===== config.mk =====
export PLATFORM = sky130hd
export DESIGN_NAME = executeStage
export DESIGN_NICKNAME = d
export VERILOG_FILES = /design/src/rtl/dlxPkg.sv /design/src/rtl/executeStage.sv
export SDC_FILE = /design/constraint.sdc
export NUM_CORES = 1
export LEC_CHECK = 0
export ABC_AREA = 1
export BUFFER_PORTS_ARGS = -buffer_cell sky130_fd_sc_hd__buf_2
export CORE_MARGIN = 4
export CORE_UTILIZATION = 50
export CTS_CLUSTER_SIZE = 12
export DETAILED_ROUTE_END_ITERATION = 8
export HOLD_SLACK_MARGIN = 0.08
export PLACE_DENSITY_LB_ADDON = 0.15
export RECOVER_POWER = 100
export SLEW_MARGIN = 40
export SYNTH_ARGS = -nofsm -noshare
export SYNTH_HDL_FRONTEND = slang
export SYNTH_SLANG_ARGS = --single-unit

===== constraint.sdc =====
create_clock -name Clk -period 1.9 [get_ports Clk]
set_clock_uncertainty 0.15 [all_clocks]
set_input_delay 0.095 -clock Clk [delete_from_list [all_inputs] [get_ports Clk]]
set_output_delay 0.095 -clock Clk [all_outputs]
set_load 0.05 [all_outputs]

===== src/rtl/dlxPkg.sv =====
// widths, memory depth and register count
// opcode and ALU function encodings
// structs passed between the pipeline stages and to the top-level ports
package dlxPkg;

   localparam int dataW    = 32;
   localparam int instrW   = 32;
   localparam int regAddrW = 5;
   localparam int numRegs  = 32;
   localparam int memAddrW = 8;   // PC and data address, word addressed
   localparam int memSize  = 256;

   // instruction layout
   //   [31:26] opcode
   //   [25:21] rs1, base or first operand
   //   [20:16] rs2, also destination for ADDI and LW
   //   [15:11] rd for ALU operations
   //   [15:0]  imm16, absolute target for J
   //   [2:0]   ALU function when opcode is opAlu
   typedef enum logic [5:0] {
      opNop  = 6'd0,
      opAlu  = 6'd1,
      opAddi = 6'd2,
      opLw   = 6'd3,
      opSw   = 6'd4,
      opBeqz = 6'd5,
      opBnez = 6'd6,
      opJ    = 6'd7,
      opHalt = 6'd8
   } opcodeT;

   typedef enum logic [2:0] {
      fnAdd = 3'd0,
      fnSub = 3'd1,
      fnAnd = 3'd2,
      fnOr  = 3'd3,
      fnXor = 3'd4
   } aluFuncT;

   typedef struct packed {
      logic                valid;
      opcodeT              opcode;
      aluFuncT             func;
      logic [dataW-1:0]    a;
      logic [dataW-1:0]    b;
      logic [dataW-1:0]    imm;     // sign extended imm16
      logic [regAddrW-1:0] dest;    // 0 means no write
      logic [memAddrW-1:0] pc;
   } decExT;

   typedef struct packed {
      logic                valid;
      opcodeT              opcode;
      logic [dataW-1:0]    result;  // ALU value or memory address
      logic [dataW-1:0]    storeData;
      logic [regAddrW-1:0] dest;
   } exResT;

   typedef struct packed {
      logic                valid;
      logic [regAddrW-1:0] regAddr;
      logic [dataW-1:0]    data;
   } wbT;

   typedef struct packed {
      logic                valid;
      logic [memAddrW-1:0] addr;
      logic [dataW-1:0]    data;
   } memWrT;

endpackage


===== src/rtl/executeStage.sv =====
// ALU, address adder and zero test
// branch and jump resolution, execute-to-result register
`timescale 1ns/1ps

module executeStage (
   input  logic                        Clk,
   input  logic                        rstN,
   input  logic                        run,
   input  dlxPkg::decExT               fromDec,
   output logic                        redirect,
   output logic [dlxPkg::memAddrW-1:0] target,
   output dlxPkg::exResT               toRes
);

   logic [dlxPkg::dataW-1:0] aluOut;
   logic [dlxPkg::dataW-1:0] sum;
   logic [dlxPkg::dataW-1:0] result;
   logic                     aZero;
   logic                     taken;

   assign sum = fromDec.a + fromDec.imm;   // ADDI and load/store address

   always_comb begin
      case (fromDec.func)
         dlxPkg::fnAdd: aluOut = fromDec.a + fromDec.b;
         dlxPkg::fnSub: aluOut = fromDec.a - fromDec.b;
         dlxPkg::fnAnd: aluOut = fromDec.a & fromDec.b;
         dlxPkg::fnOr:  aluOut = fromDec.a | fromDec.b;
         dlxPkg::fnXor: aluOut = fromDec.a ^ fromDec.b;
         default:       aluOut = '0;
      endcase
   end

   assign result = (fromDec.opcode == dlxPkg::opAlu) ? aluOut : sum;

   assign aZero = (fromDec.a == '0);

   always_comb begin
      case (fromDec.opcode)
         dlxPkg::opBeqz: taken = aZero;
         dlxPkg::opBnez: taken = !aZero;
         dlxPkg::opJ:    taken = 1'b1;
         default:        taken = 1'b0;
      endcase
   end

   assign redirect = fromDec.valid && taken;

   // J is absolute, branches are relative to the next word
   assign target = (fromDec.opcode == dlxPkg::opJ) ?
                   fromDec.imm[dlxPkg::memAddrW-1:0] :
                   fromDec.pc + 1'b1 + fromDec.imm[dlxPkg::memAddrW-1:0];

   always_ff @(posedge Clk or negedge rstN) begin
      if (!rstN) begin
         toRes <= '0;
      end else begin
         toRes.valid     <= run && fromDec.valid;
         toRes.opcode    <= fromDec.opcode;
         toRes.result    <= result;
         toRes.storeData <= fromDec.b;
         toRes.dest      <= fromDec.dest;
      end
   end

   // taken only from a live slot, and both shadow slots arrive empty
   redirectShadow : assert property (@(posedge Clk) disable iff (!rstN)
      redirect |-> fromDec.valid ##1 !fromDec.valid [*2]);

endmodule


# [Word-level counts from Yosys, hierarchy flattened]
# Cells that the tools add are included.
[op_classes] addsub=5 eq_ne=8 mux=4 bitwise=3 reduce_logical=5
[ops] op="32-bit one-hot mux with 5 select lines" count=1
[ops] op="32-bit adder" count=2
[ops] op="32-bit bitwise AND" count=1
[ops] op="32-bit logical NOT" count=1
[ops] op="32-bit 2-to-1 mux" count=1
[ops] op="32-bit OR" count=1
[ops] op="32-bit subtractor" count=1
[ops] op="32-bit XOR" count=1
[ops] op="6-bit by 3-bit equality test with 1-bit output, second input constant" count=3
[ops] op="8-bit by 1-bit adder with 8-bit output, second input constant" count=1
[ops] op="8-bit adder" count=1
[ops] op="8-bit 2-to-1 mux" count=1
[ops] op="3-bit by 2-bit equality test with 1-bit output, second input constant" count=2
[ops] op="6-bit by 1-bit equality test with 1-bit output, second input constant" count=1
[ops] op="3-bit by 1-bit equality test with 1-bit output, second input constant" count=1
[ops] op="3-bit equality test, second input constant" count=1
[ops] op="3-bit logical NOT" count=1
[ops] op="1-bit one-hot mux with 3 select lines" count=1
[ops] op="1-bit logical AND" count=2
[ops] op="1-bit logical NOT" count=1
[totals] reg_bits=76 out_inout_bits=85 elab_cells=30

# [Depth between registers and ports, before layout]
[depth] depth_word=4 ltp_mapped=25 depth_no_buf=25

# [Worst setup path after synthesis]
# Ideal clock, no wire load.
[synth_path] path_type="input -> register" startpoint="input port fromDec[46] in the netlist's numbering" endpoint="register toRes[67] in the netlist's numbering" arrival_ns=2.310 t_required_ns=1.633 setup_slack_ns=-0.676 cell_stages=23 path_cell_list="inv_1 -> ha_1 -> nand3_2 -> nor2_2 -> nand2_2 -> nor2_4 -> nand2_2 -> nor4_2 -> nor2_1 -> nor2_1 -> nor2_1 -> ha_1 -> inv_1 -> nor3_1 -> nand2_1 -> nor2_1 -> nand2_1 -> nand2_1 -> nand2_1 -> nand3_1 -> nand2_1 -> nand2_1 -> nand2_1"
[synth_via] elab_chain_len=3
[synth_rtl] item="start, declared" line="executeStage.sv:9" text="input dlxPkg::decExT fromDec,"
[synth_rtl] item="32-bit subtractor / 32-bit adder (equally long branches)" line="executeStage.sv:26, executeStage.sv:25"
[synth_rtl] item="32-bit one-hot mux with 5 select lines *" line="executeStage.sv:24" text="case (fromDec.func)"
[synth_rtl] item="32-bit 2-to-1 mux *" line="executeStage.sv:34" text="assign result = (fromDec.opcode == dlxPkg::opAlu) ? aluOut : sum;"
[synth_rtl] item="named net result, one bit" line="executeStage.sv:17" text="logic [dlxPkg::dataW-1:0] result;"
[synth_rtl] item="end, declared" line="executeStage.sv:12" text="output dlxPkg::exResT toRes"
# Mark *: on every way through the listed nets, which the timed path passes. The rest lies on a longest branch.

# [Final worst setup path]
[layout_path] startpoint="input port fromDec[57] in the netlist's numbering" endpoint="register toRes[65] in the netlist's numbering"
# The elaborated chain is that of the path after synthesis.

==> reports/metrics.csv <==
metric,value,unit
worst hold slack,0.120,ns
"Clk pin slew, worst setup/hold paths",0.07,ns
Netlist Area Pre-Place,9510,sq um
worst min path class,in -> reg,
Boundary Pins,207,
CP max stage delay,0.41,ns
CTS tree,yes,
Netlist cell types,48,
via count,13200,
dpl cells,2189,
Pwr Total,9.03,mW
total CTS buffers,9,
vias in the first global route,12700,
Post-Synthesis Cells,1484,
Post-Route WL,46.6,mm
initial antenna violation count,1,
worst-margin pin slew,1.14,ns
Max Cap Violations,0,
gr usage total,0.391,
"EDFF count, synth",0,
run status,"complete, but fails checks",
DPL Wire Length,32.1,mm
"Core Util, Final",0.822,
CTS Buffer Depth,2,
root buffer cell,clkbuf_16,
Worst Path Max Fanout,4,
final-report setup violation count,38,
post-synthesis area per instance,6.41,sq um
die area,21300,sq um
"Async S/R FF share, synth",1.00,
core region area,18700,sq um
CP arrival,3.01,ns
WS Path Type,in -> reg,
die height,146,um
Levels on crit path,22,
"commonest non-fill, non-tap cell in the layout",nand2_1,
TNS Setup,-21.99,ns
unrepaired setup endpoints after global routing,yes,
worst IR drop on VDD,0.473,mV
Slew Limit Headroom,0.243,
layout cells sized above 1,0.350,
biggest regs,toRes (76),
YS warnings,0,
largest reg by FF count,toRes,
routed len/inst,20.3,um
# rows,50,
placer congestion estimate,1.04,
Slew Limit Fails,0,
DR vias/cell,5.75,
"Cell Chain, Critical Path",buf_2 -> nor2_2 -> nand2_1 -> nor2_2 -> nand2_1 -> nand2_2 -> o21a_4 -> o21ai_2 -> xor2_1 -> ha_1 -> nand2_4 -> buf_4 -> nor2_4 -> nand2_2 -> nor3_2 -> nand2_1 -> nand2_1 -> nand2_1 -> nand3_2 -> nand2_2 -> nand2_2 -> nand2_2,
nets,2313,
CTS sink cnt,76,
failing checks,negative setup slack,
Fmax,344,MHz
pin count of the biggest net entering global routing,43,
global route total overflow,0,
1st-pass router iterations,6,
top_reg_cell synth,dfrtp_1,
first-pass GRT wire length,65.9,mm
Layout fillers,1267,
startpoint type of the worst setup path,input port,
"Seq/Total Area, Yosys",0.200,
initial core utilization,0.509,
Crit path max-delay family,simple AND/OR/NAND/NOR gates,
final worst slack,-1.00,ns
# DRC,0,
Die W,146,um
Syn Nets,1743,
CP required,2.00,ns
1st-iter DRT viols,1368,
Tmin final,2.90,ns
number of cells on the worst hold path,5,
final hold viol count,0,
max reg flops,76,
post-synthesis register bit count,76,
fin cells,2295,
power density cells,587,nW/um^2
Leakage,8.00,nW
most frequent cells in the layout,"nand2_1 (362), buf_4 (280), inv_1 (210)",
CP endpoint kind,register,
CTS H-tree depth,3,
Routed Antenna Nets,0,
port buffer count,206,
CP max-delay cell,ha_1,
crit share post-route,1.53,
synth-to-layout area growth,61.7,%
sum of buffers and inverters on the critical path,2,
==> final timing paths <==
check | startpoint | endpoint | slack (ns)
max in group asynchronous | rstN | toRes[22] | 0.15
setup / recovery | fromDec[57] | toRes[65] | -1.00
hold / removal | fromDec[107] | toRes[67] | 0.12
min in group asynchronous | rstN | toRes[32] | 0.36
==> worst min-delay path, stage by stage <==
cell and delay, ns:
buf_2 0.17, ha_1 0.16, nand2_1 0.05, nand3_1 0.06, nand2_1 0.06
==> cell families after synthesis <==
group,Yosys count,share of synthesized area
and+or+nand+nor,762,0.343
buffers and inverters,258,0.103
AOI/OAI and AO/OA,213,0.137
adders and majority gates,137,0.183
DFF,76,0.200
xor gates and xnor gates,38,0.0350
==> per-layer routing <==
layer,part of all wire,up-vias,track usage
met4,0.060,2,0.162
met5,0.00094,-,0
met3,0.12,273,0.109
met2,0.44,873,0.622
li1,-,5984,-
met1,0.38,6066,0.500
==> repair_timing <==
item / in CTS / in global routing
endpoints found under the setup margin: 33 / 39
pin swaps: 100 / 78
buffers inserted: 26 / 14
hold buffers: 50 / 0
hold endpoints to repair: 108 / 0
gates resized for setup: 193 / 157
==> area by class of cell <==
type                            instances  area (sq um)  area share
Clock buffer                           11           253      0.0164
Timing Repair Buffer                  579          4020       0.261
Clock inverter                          5          65.1     0.00423
Multi-Input combinational cell       1150          7910       0.514
Tap cell                              234           293      0.0190
Sequential cell                        76          1900       0.124
Antenna cell                            2          5.00    0.000325
Inverter                              238           937      0.0609
==> power by group <==
| group | internal (mW) | switching (mW) | leakage (nW) | total, mW |
|---|---|---|---|---|
| sequential | 1.79 | 0.0785 | 0.880 | 1.87 |
| combinational | 1.95 | 3.24 | 6.96 | 5.19 |
| clock | 1.11 | 0.859 | 0.157 | 1.97 |
==> Yosys cell counts, drive strengths merged, types with 6 or more instances <==
cell    number  share of area
nand2      446           0.18
inv        237          0.094
nor2       149          0.062
ha         134           0.18
nand3       92          0.049
a21oi       82          0.044
dfrtp       76           0.20
o21ai       66          0.037
xor2        32          0.029
a221oi      20          0.018
nor3        18          0.012
nand4       17          0.011
nand3b      14          0.011
nor4        14         0.0099
o21bai      12         0.0095
buf         11         0.0053
clkbuf       9         0.0036
or2          7         0.0046
xnor2        6         0.0055
==> per-stage QoR <==
step,area [sq um],worst slack [ns]
floorplan,9640,-0.535
global placement,13100,-1.40
detailed placement,13100,-1.35
CTS,14900,-0.677
global route,15400,-1.14
finish,15400,-1.00
Note: power is estimated with default switching activity, not from simulation.
