<file path="src/rtl/dlxPkg.sv">
// widths, memory depth and register count
// opcode and ALU function encodings
// structs passed between the pipeline stages and to the top-level ports
package dlxPkg;

   localparam int dataW    = 32;
   localparam int instrW   = 32;
   localparam int regAddrW = 5;
   localparam int numRegs  = 32;
   localparam int memAddrW = 8;   // PC and data address, word addressed
   localparam int memSize  = 256;

   // instruction layout
   //   [31:26] opcode
   //   [25:21] rs1, base or first operand
   //   [20:16] rs2, also destination for ADDI and LW
   //   [15:11] rd for ALU operations
   //   [15:0]  imm16, absolute target for J
   //   [2:0]   ALU function when opcode is opAlu
   typedef enum logic [5:0] {
      opNop  = 6'd0,
      opAlu  = 6'd1,
      opAddi = 6'd2,
      opLw   = 6'd3,
      opSw   = 6'd4,
      opBeqz = 6'd5,
      opBnez = 6'd6,
      opJ    = 6'd7,
      opHalt = 6'd8
   } opcodeT;

   typedef enum logic [2:0] {
      fnAdd = 3'd0,
      fnSub = 3'd1,
      fnAnd = 3'd2,
      fnOr  = 3'd3,
      fnXor = 3'd4
   } aluFuncT;

   typedef struct packed {
      logic                valid;
      opcodeT              opcode;
      aluFuncT             func;
      logic [dataW-1:0]    a;
      logic [dataW-1:0]    b;
      logic [dataW-1:0]    imm;     // sign extended imm16
      logic [regAddrW-1:0] dest;    // 0 means no write
      logic [memAddrW-1:0] pc;
   } decExT;

   typedef struct packed {
      logic                valid;
      opcodeT              opcode;
      logic [dataW-1:0]    result;  // ALU value or memory address
      logic [dataW-1:0]    storeData;
      logic [regAddrW-1:0] dest;
   } exResT;

   typedef struct packed {
      logic                valid;
      logic [regAddrW-1:0] regAddr;
      logic [dataW-1:0]    data;
   } wbT;

   typedef struct packed {
      logic                valid;
      logic [memAddrW-1:0] addr;
      logic [dataW-1:0]    data;
   } memWrT;

endpackage

</file>
<file path="src/rtl/regFile.sv">
// register file, 32 words, two read ports and one write port
// writes bypass to the reads in the same cycle, r0 stays zero
`timescale 1ns/1ps

module regFile (
   input  logic                        Clk,
   input  logic                        rstN,
   input  logic [dlxPkg::regAddrW-1:0] raddrA,
   input  logic [dlxPkg::regAddrW-1:0] raddrB,
   output logic [dlxPkg::dataW-1:0]    rdataA,
   output logic [dlxPkg::dataW-1:0]    rdataB,
   input  dlxPkg::wbT                  wr
);

   logic [dlxPkg::dataW-1:0] regs [dlxPkg::numRegs];
   logic                     wrHit;

   assign wrHit = wr.valid && (wr.regAddr != '0);   // r0 never written

   always_ff @(posedge Clk or negedge rstN) begin
      if (!rstN) begin
         for (int i = 0; i < dlxPkg::numRegs; i++) begin
            regs[i] <= '0;
         end
      end else if (wrHit) begin
         regs[wr.regAddr] <= wr.data;
      end
   end

   // new value visible to a read in the write cycle
   assign rdataA = (wrHit && (wr.regAddr == raddrA)) ? wr.data : regs[raddrA];
   assign rdataB = (wrHit && (wr.regAddr == raddrB)) ? wr.data : regs[raddrB];

   // r0 reads zero on both ports
   r0ReadsZero : assert property (@(posedge Clk) disable iff (!rstN)
      ((raddrA != '0) || (rdataA == '0)) && ((raddrB != '0) || (rdataB == '0)));

endmodule

</file>
<file path="src/rtl/decodeStage.sv">
// field split, sign extension and register read
// squash after redirect, halt detection and the hold latch
// decode-to-execute pipeline register
`timescale 1ns/1ps

module decodeStage (
   input  logic                        Clk,
   input  logic                        rstN,
   input  logic                        run,
   input  logic [dlxPkg::instrW-1:0]   instr,
   input  logic [dlxPkg::memAddrW-1:0] instrPc,
   input  logic                        fetched,
   input  logic                        redirect,
   input  dlxPkg::wbT                  wr,
   output logic                        hold,
   output dlxPkg::decExT               toEx
);

   dlxPkg::opcodeT                opcode;
   dlxPkg::aluFuncT               func;
   logic [dlxPkg::regAddrW-1:0]   rs1;
   logic [dlxPkg::regAddrW-1:0]   rs2;
   logic [dlxPkg::regAddrW-1:0]   rd;
   logic [dlxPkg::regAddrW-1:0]   dest;
   logic [dlxPkg::dataW-1:0]      imm;
   logic [dlxPkg::dataW-1:0]      rdA;
   logic [dlxPkg::dataW-1:0]      rdB;
   logic                          squashQ;
   logic                          slotLive;

   assign opcode = dlxPkg::opcodeT'(instr[31:26]);
   assign func   = dlxPkg::aluFuncT'(instr[2:0]);
   assign rs1    = instr[25:21];
   assign rs2    = instr[20:16];
   assign rd     = instr[15:11];
   assign imm    = {{(dlxPkg::dataW-16){instr[15]}}, instr[15:0]};

   regFile rf (
      .Clk    (Clk),
      .rstN   (rstN),
      .raddrA (rs1),
      .raddrB (rs2),
      .rdataA (rdA),
      .rdataB (rdB),
      .wr     (wr)
   );

   always_comb begin
      case (opcode)
         dlxPkg::opAlu:  dest = rd;
         dlxPkg::opAddi,
         dlxPkg::opLw:   dest = rs2;   // I-type destination
         default:        dest = '0;    // stores, branches, halt
      endcase
   end

   // the word held now dies under redirect, the next one via squashQ
   assign slotLive = fetched && !redirect && !squashQ && !hold;

   always_ff @(posedge Clk or negedge rstN) begin
      if (!rstN) begin
         squashQ <= 1'b0;
         hold    <= 1'b0;
      end else if (!run) begin
         squashQ <= 1'b0;
         hold    <= 1'b0;
      end else begin
         squashQ <= redirect;
         if (slotLive && (opcode == dlxPkg::opHalt)) begin
            hold <= 1'b1;   // freeze fetch until run falls
         end
      end
   end

   always_ff @(posedge Clk or negedge rstN) begin
      if (!rstN) begin
         toEx <= '0;
      end else begin
         toEx.valid  <= run && slotLive;
         toEx.opcode <= opcode;
         toEx.func   <= func;
         toEx.a      <= rdA;
         toEx.b      <= rdB;
         toEx.imm    <= imm;
         toEx.dest   <= dest;
         toEx.pc     <= instrPc;
      end
   end

endmodule

</file>
<file path="config.mk">
export PLATFORM = sky130hd
export DESIGN_NAME = decodeStage
export DESIGN_NICKNAME = d
export VERILOG_FILES = /design/src/rtl/dlxPkg.sv /design/src/rtl/regFile.sv /design/src/rtl/decodeStage.sv
export SDC_FILE = /design/constraint.sdc
export NUM_CORES = 2
export LEC_CHECK = 0
export BUFFER_PORTS_ARGS = -buffer_cell sky130_fd_sc_hd__buf_2
export CORE_MARGIN = 2
export CORE_UTILIZATION = 50
export CTS_BUF_LIST = sky130_fd_sc_hd__clkbuf_4 sky130_fd_sc_hd__clkbuf_8
export CTS_CLUSTER_DIAMETER = 120
export DETAILED_ROUTE_END_ITERATION = 10
export GPL_ROUTABILITY_DRIVEN = 0
export GPL_TIMING_DRIVEN = 0
export HOLD_SLACK_MARGIN = 0.06
export PLACE_DENSITY = 0.73
export SLEW_MARGIN = 20
export SYNTH_ARGS = -nofsm -noshare
export SYNTH_HDL_FRONTEND = slang
export SYNTH_HIERARCHICAL = 1
export SYNTH_SLANG_ARGS = --single-unit
</file>
<file path="constraint.sdc">
create_clock -name Clk -period 2.77 [get_ports Clk]
set_input_delay 0.277 -clock Clk [delete_from_list [all_inputs] [get_ports Clk]]
set_output_delay 0.277 -clock Clk [all_outputs]
set_load 0.01 [all_outputs]
</file>
# After elaboration in Yosys (flattened, before gate mapping)
# Cells that the tools add are included.
[classes]
n_reduce_logical = 14
n_bitwise = 3
n_mux = 15
eq_ne = 7
order_cmp = 4
[ops]
columns = ["cell", "count"]
rows = [
  ["$bwmux W1024", 1],
  ["$bmux W32 S5", 2],
  ["$mux W32", 7],
  ["$demux W32 S5", 1],
  ["$ge A6 B6 Y1 const B", 3],
  ["$not A5 Y6", 3],
  ["$eq A6 B2 Y1 const B", 2],
  ["$eq A5 B5 Y1", 2],
  ["$pmux W5 S2", 1],
  ["$logic_and A1 B1 Y1", 9],
  ["$eq A6 B1 Y1 const B", 1],
  ["$eq A6 B4 Y1 const B", 1],
  ["$lt A6 B1 Y1 const B", 1],
  ["$reduce_bool A5 Y1", 1],
  ["$logic_not A1 Y1", 3],
  ["$mux W1", 3],
  ["$ne A2 B1 Y1 const B", 1],
  ["$reduce_or A2 Y1", 1],
]
[word_totals]
regBits = 1129
wordCells = 85
inputBits = 83

# Logic depth before layout (Yosys ltp)
[logic_depth]
ltp_word = 7
mapped_depth = 8
ltp_nobuf = 5

# By module
# Netlist, hierarchy kept.
[by_module_without_submodules]
columns = ["module", "n_inst", "area_each_um2", "seq_area_each_um2", "cells_each"]
rows = [
  ["regFile", 1, 53415.0, 25624.6, 3483],
  ["decodeStage", 1, 2829.0, 2552.4, 136],
]

# Worst setup path after synthesis
# Ideal clock, no wire load.
[synth_path]
path_type = "input -> register"
start = "in instr[16] (netlist bit)"
end = "reg toEx[75] (netlist bit)"
setup_ns = 0.125
arrival_ns = 1.856
slack_ns = 0.789
required_time_ns = 2.645
path_stages = 7
cell_sequence = "buf_6 -> buf_6 -> mux4_2 -> mux4_2 -> nand2_1 -> nand3_1 -> mux2_2"
[synth_via]
elab_chain_len = 5
[synth_rtl]
columns = ["item", "line", "text"]
rows = [
  ["start: declaration", "decodeStage.sv:10", "input logic [dlxPkg::instrW-1:0] instr,"],
  ["$not A5 Y6 (not written as such)", "regFile.sv:32", "assign rdataB = (wrHit && (wr.regAddr == raddrB)) ? wr.data : regs[raddrB];"],
  ["$bmux W32 S5", "regFile.sv:32", ""],
  ["$mux W32 (not written as such) (2 in series)", "regFile.sv:32", ""],
  ["$mux W32 *", "regFile.sv:32", ""],
  ["via rdB (one bit)", "decodeStage.sv:27", "logic [dlxPkg::dataW-1:0] rdB;"],
  ["end: declaration", "decodeStage.sv:16", "output dlxPkg::decExT toEx"],
]
# Mark *: on every way through the listed nets, which the timed path passes. The rest lies on a longest branch. The select of a mux whose other input is x is not followed.
# A chain may end at the register's enable or synchronous reset.

# Worst setup path after layout
[layout_path]
start = "in wr[37] (netlist bit)"
end = "reg toEx[105] (netlist bit)"
[layout_via]
elab_chain_len = 3
[layout_rtl]
columns = ["item", "line", "text"]
rows = [
  ["start: declaration", "decodeStage.sv:14", "input dlxPkg::wbT wr,"],
  ["$logic_and A1 B1 Y1", "regFile.sv:18", "assign wrHit = wr.valid && (wr.regAddr != '0);"],
  ["$logic_and A1 B1 Y1", "regFile.sv:31", "assign rdataA = (wrHit && (wr.regAddr == raddrA)) ? wr.data : regs[raddrA];"],
  ["$mux W32", "regFile.sv:31", ""],
  ["via rdA (one bit)", "decodeStage.sv:26", "logic [dlxPkg::dataW-1:0] rdA;"],
]
# The timed path passes the listed nets, and every way through them passes these cells.

==> impl_summary.txt <==
----------------------------------------------------
[Outcome]
  Run status ... finished with violations
  Violations in the final reports ... negative setup slack

[Yosys]
  Yosys synthesis warning count ... 6
  Simple-gate share of the synthesized area ... 0.0210
  FFs w/ async S/R, synth ... 1.00
  Mux share of post-synthesis cell area ... 0.404
  Sequential element share of the synthesized area ... 0.501
  Combined area of all synthesized cells ... ~0.056 sq mm
  Number of library cell types mapped by synthesis ... 47
  Dominant register cell in the synthesized netlist ... dfrtp_1
  Synthesized area per cell ... 15.5 sq um
  Number of nets produced by synthesis ... 3,702
  Combinational family with the most area after synthesis ... multiplexers
  Seq cells post-synth ... 1,126
  Synth Area in Adders ... 0
  Complex-gate fraction of the synthesized area ... 0.0356
  Number of flops mapped to enable cells by yosys ... 0
  Share of the synthesized netlist area taken by xor and xnor gates ... 0.00156
  Post-Synthesis Cells ... 3,619

[Worst setup path]
  Req. time, crit path ... 3490 ps
  Dominant cell type by count on the critical path ... buf_2
  Critical R2R Launch ... rf/regs[960]$_DFFE_PN0P_
  Critical path capture point type ... register
  Worst-path fanout max ... 10
  Kind of critical path ... in2reg
  Worst Setup EP ... toEx[105]$_DFF_PN0_
  Number of stages on the worst setup path ... 8
  Worst path max stage delay ... 860 ps
  Startpoint of the worst setup timing path ... wr[37]
  Worst reg2reg path endpoint ... toEx[45]$_DFF_PN0_
  List of cells traversed by the critical path ... dlygate4sd3_1 -> buf_2 -> a21bo_2 -> nor4_1 -> buf_2 -> clkbuf_1 -> nand2_1 -> o21ai_1
  Internal reg-to-reg setup slack ... around 670 ps
  Data arrival time of the worst path ... 3560 ps
  Critical path launch point type ... input port
  Worst reg2reg path depth ... 4
  Cell at the slowest stage of the critical path ... clkbuf_1
  Gate family responsible for the most delay along the worst path ... buffers and inverters
  Critical path buffers and inverters ... 4

[Global route]
  Largest net degree at the start of global routing ... 136
  Grt total ovfl ... 0
  Fraction of met2 tracks used by global routing ... 0.496
  Initial antenna violation count ... 15
  Most Used Layer, Global Route ... met2
  Tot GR Track Use ... 0.347
  Number of global-route vias before repair ... 40,086
  Global Route met3 Usage ... 0.152
  Met1 track utilization from global routing ... 0.437
  Global-route wire length before repair ... 283,000 microns

[Placement]
  Hpwl dp ... 131,000 microns
  Cell area after placement ... about 0.059 sq mm
  Number of port buffers ... 196

[Final layout]
  Final net count ... 4,206
  Most frequent cells in the layout ... dfrtp_1 (1,126), mux2_2 (906), mux4_2 (511)
  Post-layout utilization of the core ... 0.577
  Layout Cell Area excl Fill ... 0.0647 sq mm
  Filler cells ... between 8,000 and 9,000
  Layout-stage area growth over the synthesis result ... 15.0%
  Most common library cell in the layout ignoring fill and taps ... dfrtp_1
  Ratio of cells with drive above 1 in the final layout ... 0.510

[Die]
  Effective utilization at floorplan ... 0.502
  Die outline width ... 339 microns
  Total Die Area ... between 0.1 and 0.15 sq mm
  Num rows ... roughly 120
  Core footprint ... about 0.11 sq mm
  Number of ports placed on the die boundary ... 203
  DIE HEIGHT ... 339 microns

[Clock network]
  Register clock-pin slew on the reported worst setup and hold paths ... roughly 70 ps
  TritonCTS Buffers ... 189
  Root buffer cell ... clkbuf_8
  Number of sinks driven by the clock tree ... approximately 1,100
  Maximum level of the CTS H-tree ... 4
  Clock tree from TritonCTS ... built
  Setup bufs post-CTS ... 0
  Largest buffer count on any clock path ... 3
  Insertion delay to the later sink of the worst-skew pair ... 890 ps

[Routing]
  Total wire length after detailed routing ... 199,000 microns
  Wire length per cell ... about 34 microns
  Post-route DRC ... 0
  Routed Antenna Nets ... 0
  Number of vias in the routed layout ... 39,779
  Vias per Instance ... 6.89
  1st-iter DRT viols ... 5,289
  First-pass iteration count of the detailed router ... 8

[STA]
  Minimum hold slack ... 96.2 ps
  Total setup violations reported at the end of the flow ... 5
  Final setup margin ... -78.5 ps
  Portion of the clock cycle consumed by the worst path in the final layout ... 1.03
  Transition time at the pin with the least slew margin ... 1300 ps
  Total Neg Setup Slack ... -150 ps
  Maximum clock skew at final layout ... 50.0 ps
  Unrepaired setup endpoints after global routing ... no
  Final slew viol count ... 0
  Timing-limited maximum frequency ... 351 MHz
  Final Hold Viols ... 0
  Post-route minimum period ... 2850 ps
  Rel. slew slack ... 0.131

[Pwr]
  PD cells ... between 700 and 800 mW/mm^2
  Worst vdd rail ir drop ... 0.421 mV
  Reported leakage power ... 28.3 nW

[Worst hold path]
  Type of the most critical hold path ... in2async

[Job]
  Max_cap viols ... 0

----------------------------------------------------
-- metal layers --
metal | vias to the layer above | wire (microns)
li1 | 15049 | -
met1 | 20880 | 70500
met2 | 3061 | 86100
met3 | 773 | 28800
met4 | 16 | 13700
met5 | - | 129
-- worst min path at each step --
stage / to / cells after the start / from / slack (ps)
5_1_grt: toEx[112]$_DFF_PN0_ / 3 / rstN / 130
2_1_floorplan: hold$_DFFE_PN0P_ / 0 / rstN / -20
3_5_place_dp: toEx[17]$_DFF_PN0_ / 1 / instr[4] / 390
6_report: toEx[117]$_DFF_PN0_ / 3 / rstN / 100
3_3_place_gp: toEx[0]$_DFF_PN0_ / 1 / instrPc[0] / 380
4_1_cts: rf/regs[960]$_DFFE_PN0P_ / 4 / wr[35] / 70
-- final cells by class --
class,count,area (sq um),area share
diodes,9,22.5,0.000348
plain buffers,431,2090,0.0324
clock buffers,303,3760,0.0582
clock inverters,33,333,0.00515
inverters,3,11.3,0.000174
multi-input cells,2059,26000,0.403
flip-flops and latches,1126,28200,0.436
well taps,1500,1880,0.0290
repair buffers,313,2350,0.0363
-- through the flow --
| stage | setup slack [ps] | total power [mW] | instances |
|---|---|---|---|
| floorplan | 789 | 27.6 | 3619 |
| global placement | -23440 | 30.1 | 5315 |
| detailed placement | -535 | 30.6 | 5327 |
| CTS | 158 | 46.6 | 5767 |
| global route | 18.5 | 48.4 | 5769 |
| finish | -78.5 | 46.7 | 5777 |
-- synthesized netlist by cell type, drive strengths merged, types with 2 or more instances --
| cell type | number | area share |
|---|---|---|
| or4 | 63 | 0.0085 |
| o22ai | 248 | 0.028 |
| or3b | 2 | 0.00031 |
| mux2 | 993 | 0.20 |
| nand3 | 10 | 0.00089 |
| a22o | 5 | 0.00089 |
| mux4 | 511 | 0.20 |
| nor2 | 22 | 0.0015 |
| nor2b | 3 | 0.00033 |
| mux2i | 6 | 0.0011 |
| clkbuf | 221 | 0.015 |
| nand3b | 8 | 0.0011 |
| nand2 | 84 | 0.0056 |
| a211oi | 2 | 0.00027 |
| nand2b | 2 | 0.00022 |
| xor2 | 4 | 0.00062 |
| or3 | 3 | 0.00033 |
| a221oi | 2 | 0.00031 |
| dfrtp | 1126 | 0.50 |
| inv | 3 | 0.00020 |
| buf | 210 | 0.021 |
| nor3b | 5 | 0.00087 |
| o21ai | 62 | 0.0055 |
| xnor2 | 6 | 0.00093 |
| and2 | 3 | 0.00033 |
| nor4 | 3 | 0.00044 |
-- registers in the layout, indices dropped and copies added (netlist names) --
register and count:
toEx 100, hold 1, rf/regs 1024, squashQ 1
-- report_power, final --
group	switching [mW]	internal [mW]	leakage, nW	total, mW
clock	7.05	8.90	2.17	16.0
sequential	2.10	19.5	14.4	21.6
combinational	3.83	5.33	11.7	9.16
total	13.0	33.7	28.3	46.7
-- cell families (layout without fill, tap and decap cells) --
kind of cell	count (synthesis)	count (layout)
mux	1510	1510
buf+inv	434	1083
simple gates	213	213
compound gates	326	326
other cells	0	9
xor+xnor	10	10
flops	1126	1126
-- tightest hold or removal path: cells and delay by family --
family	cells	cell delay (ps)
buffers and inverters	3	1120
-- repair_timing --
action	4_1_cts	5_1_grt
hold buffers	104	0
endpoints found under the setup margin	0	4
gates resized for setup	0	5
hold endpoints to repair	488	0
No activity file was read; power rests on OpenSTA's default activity.
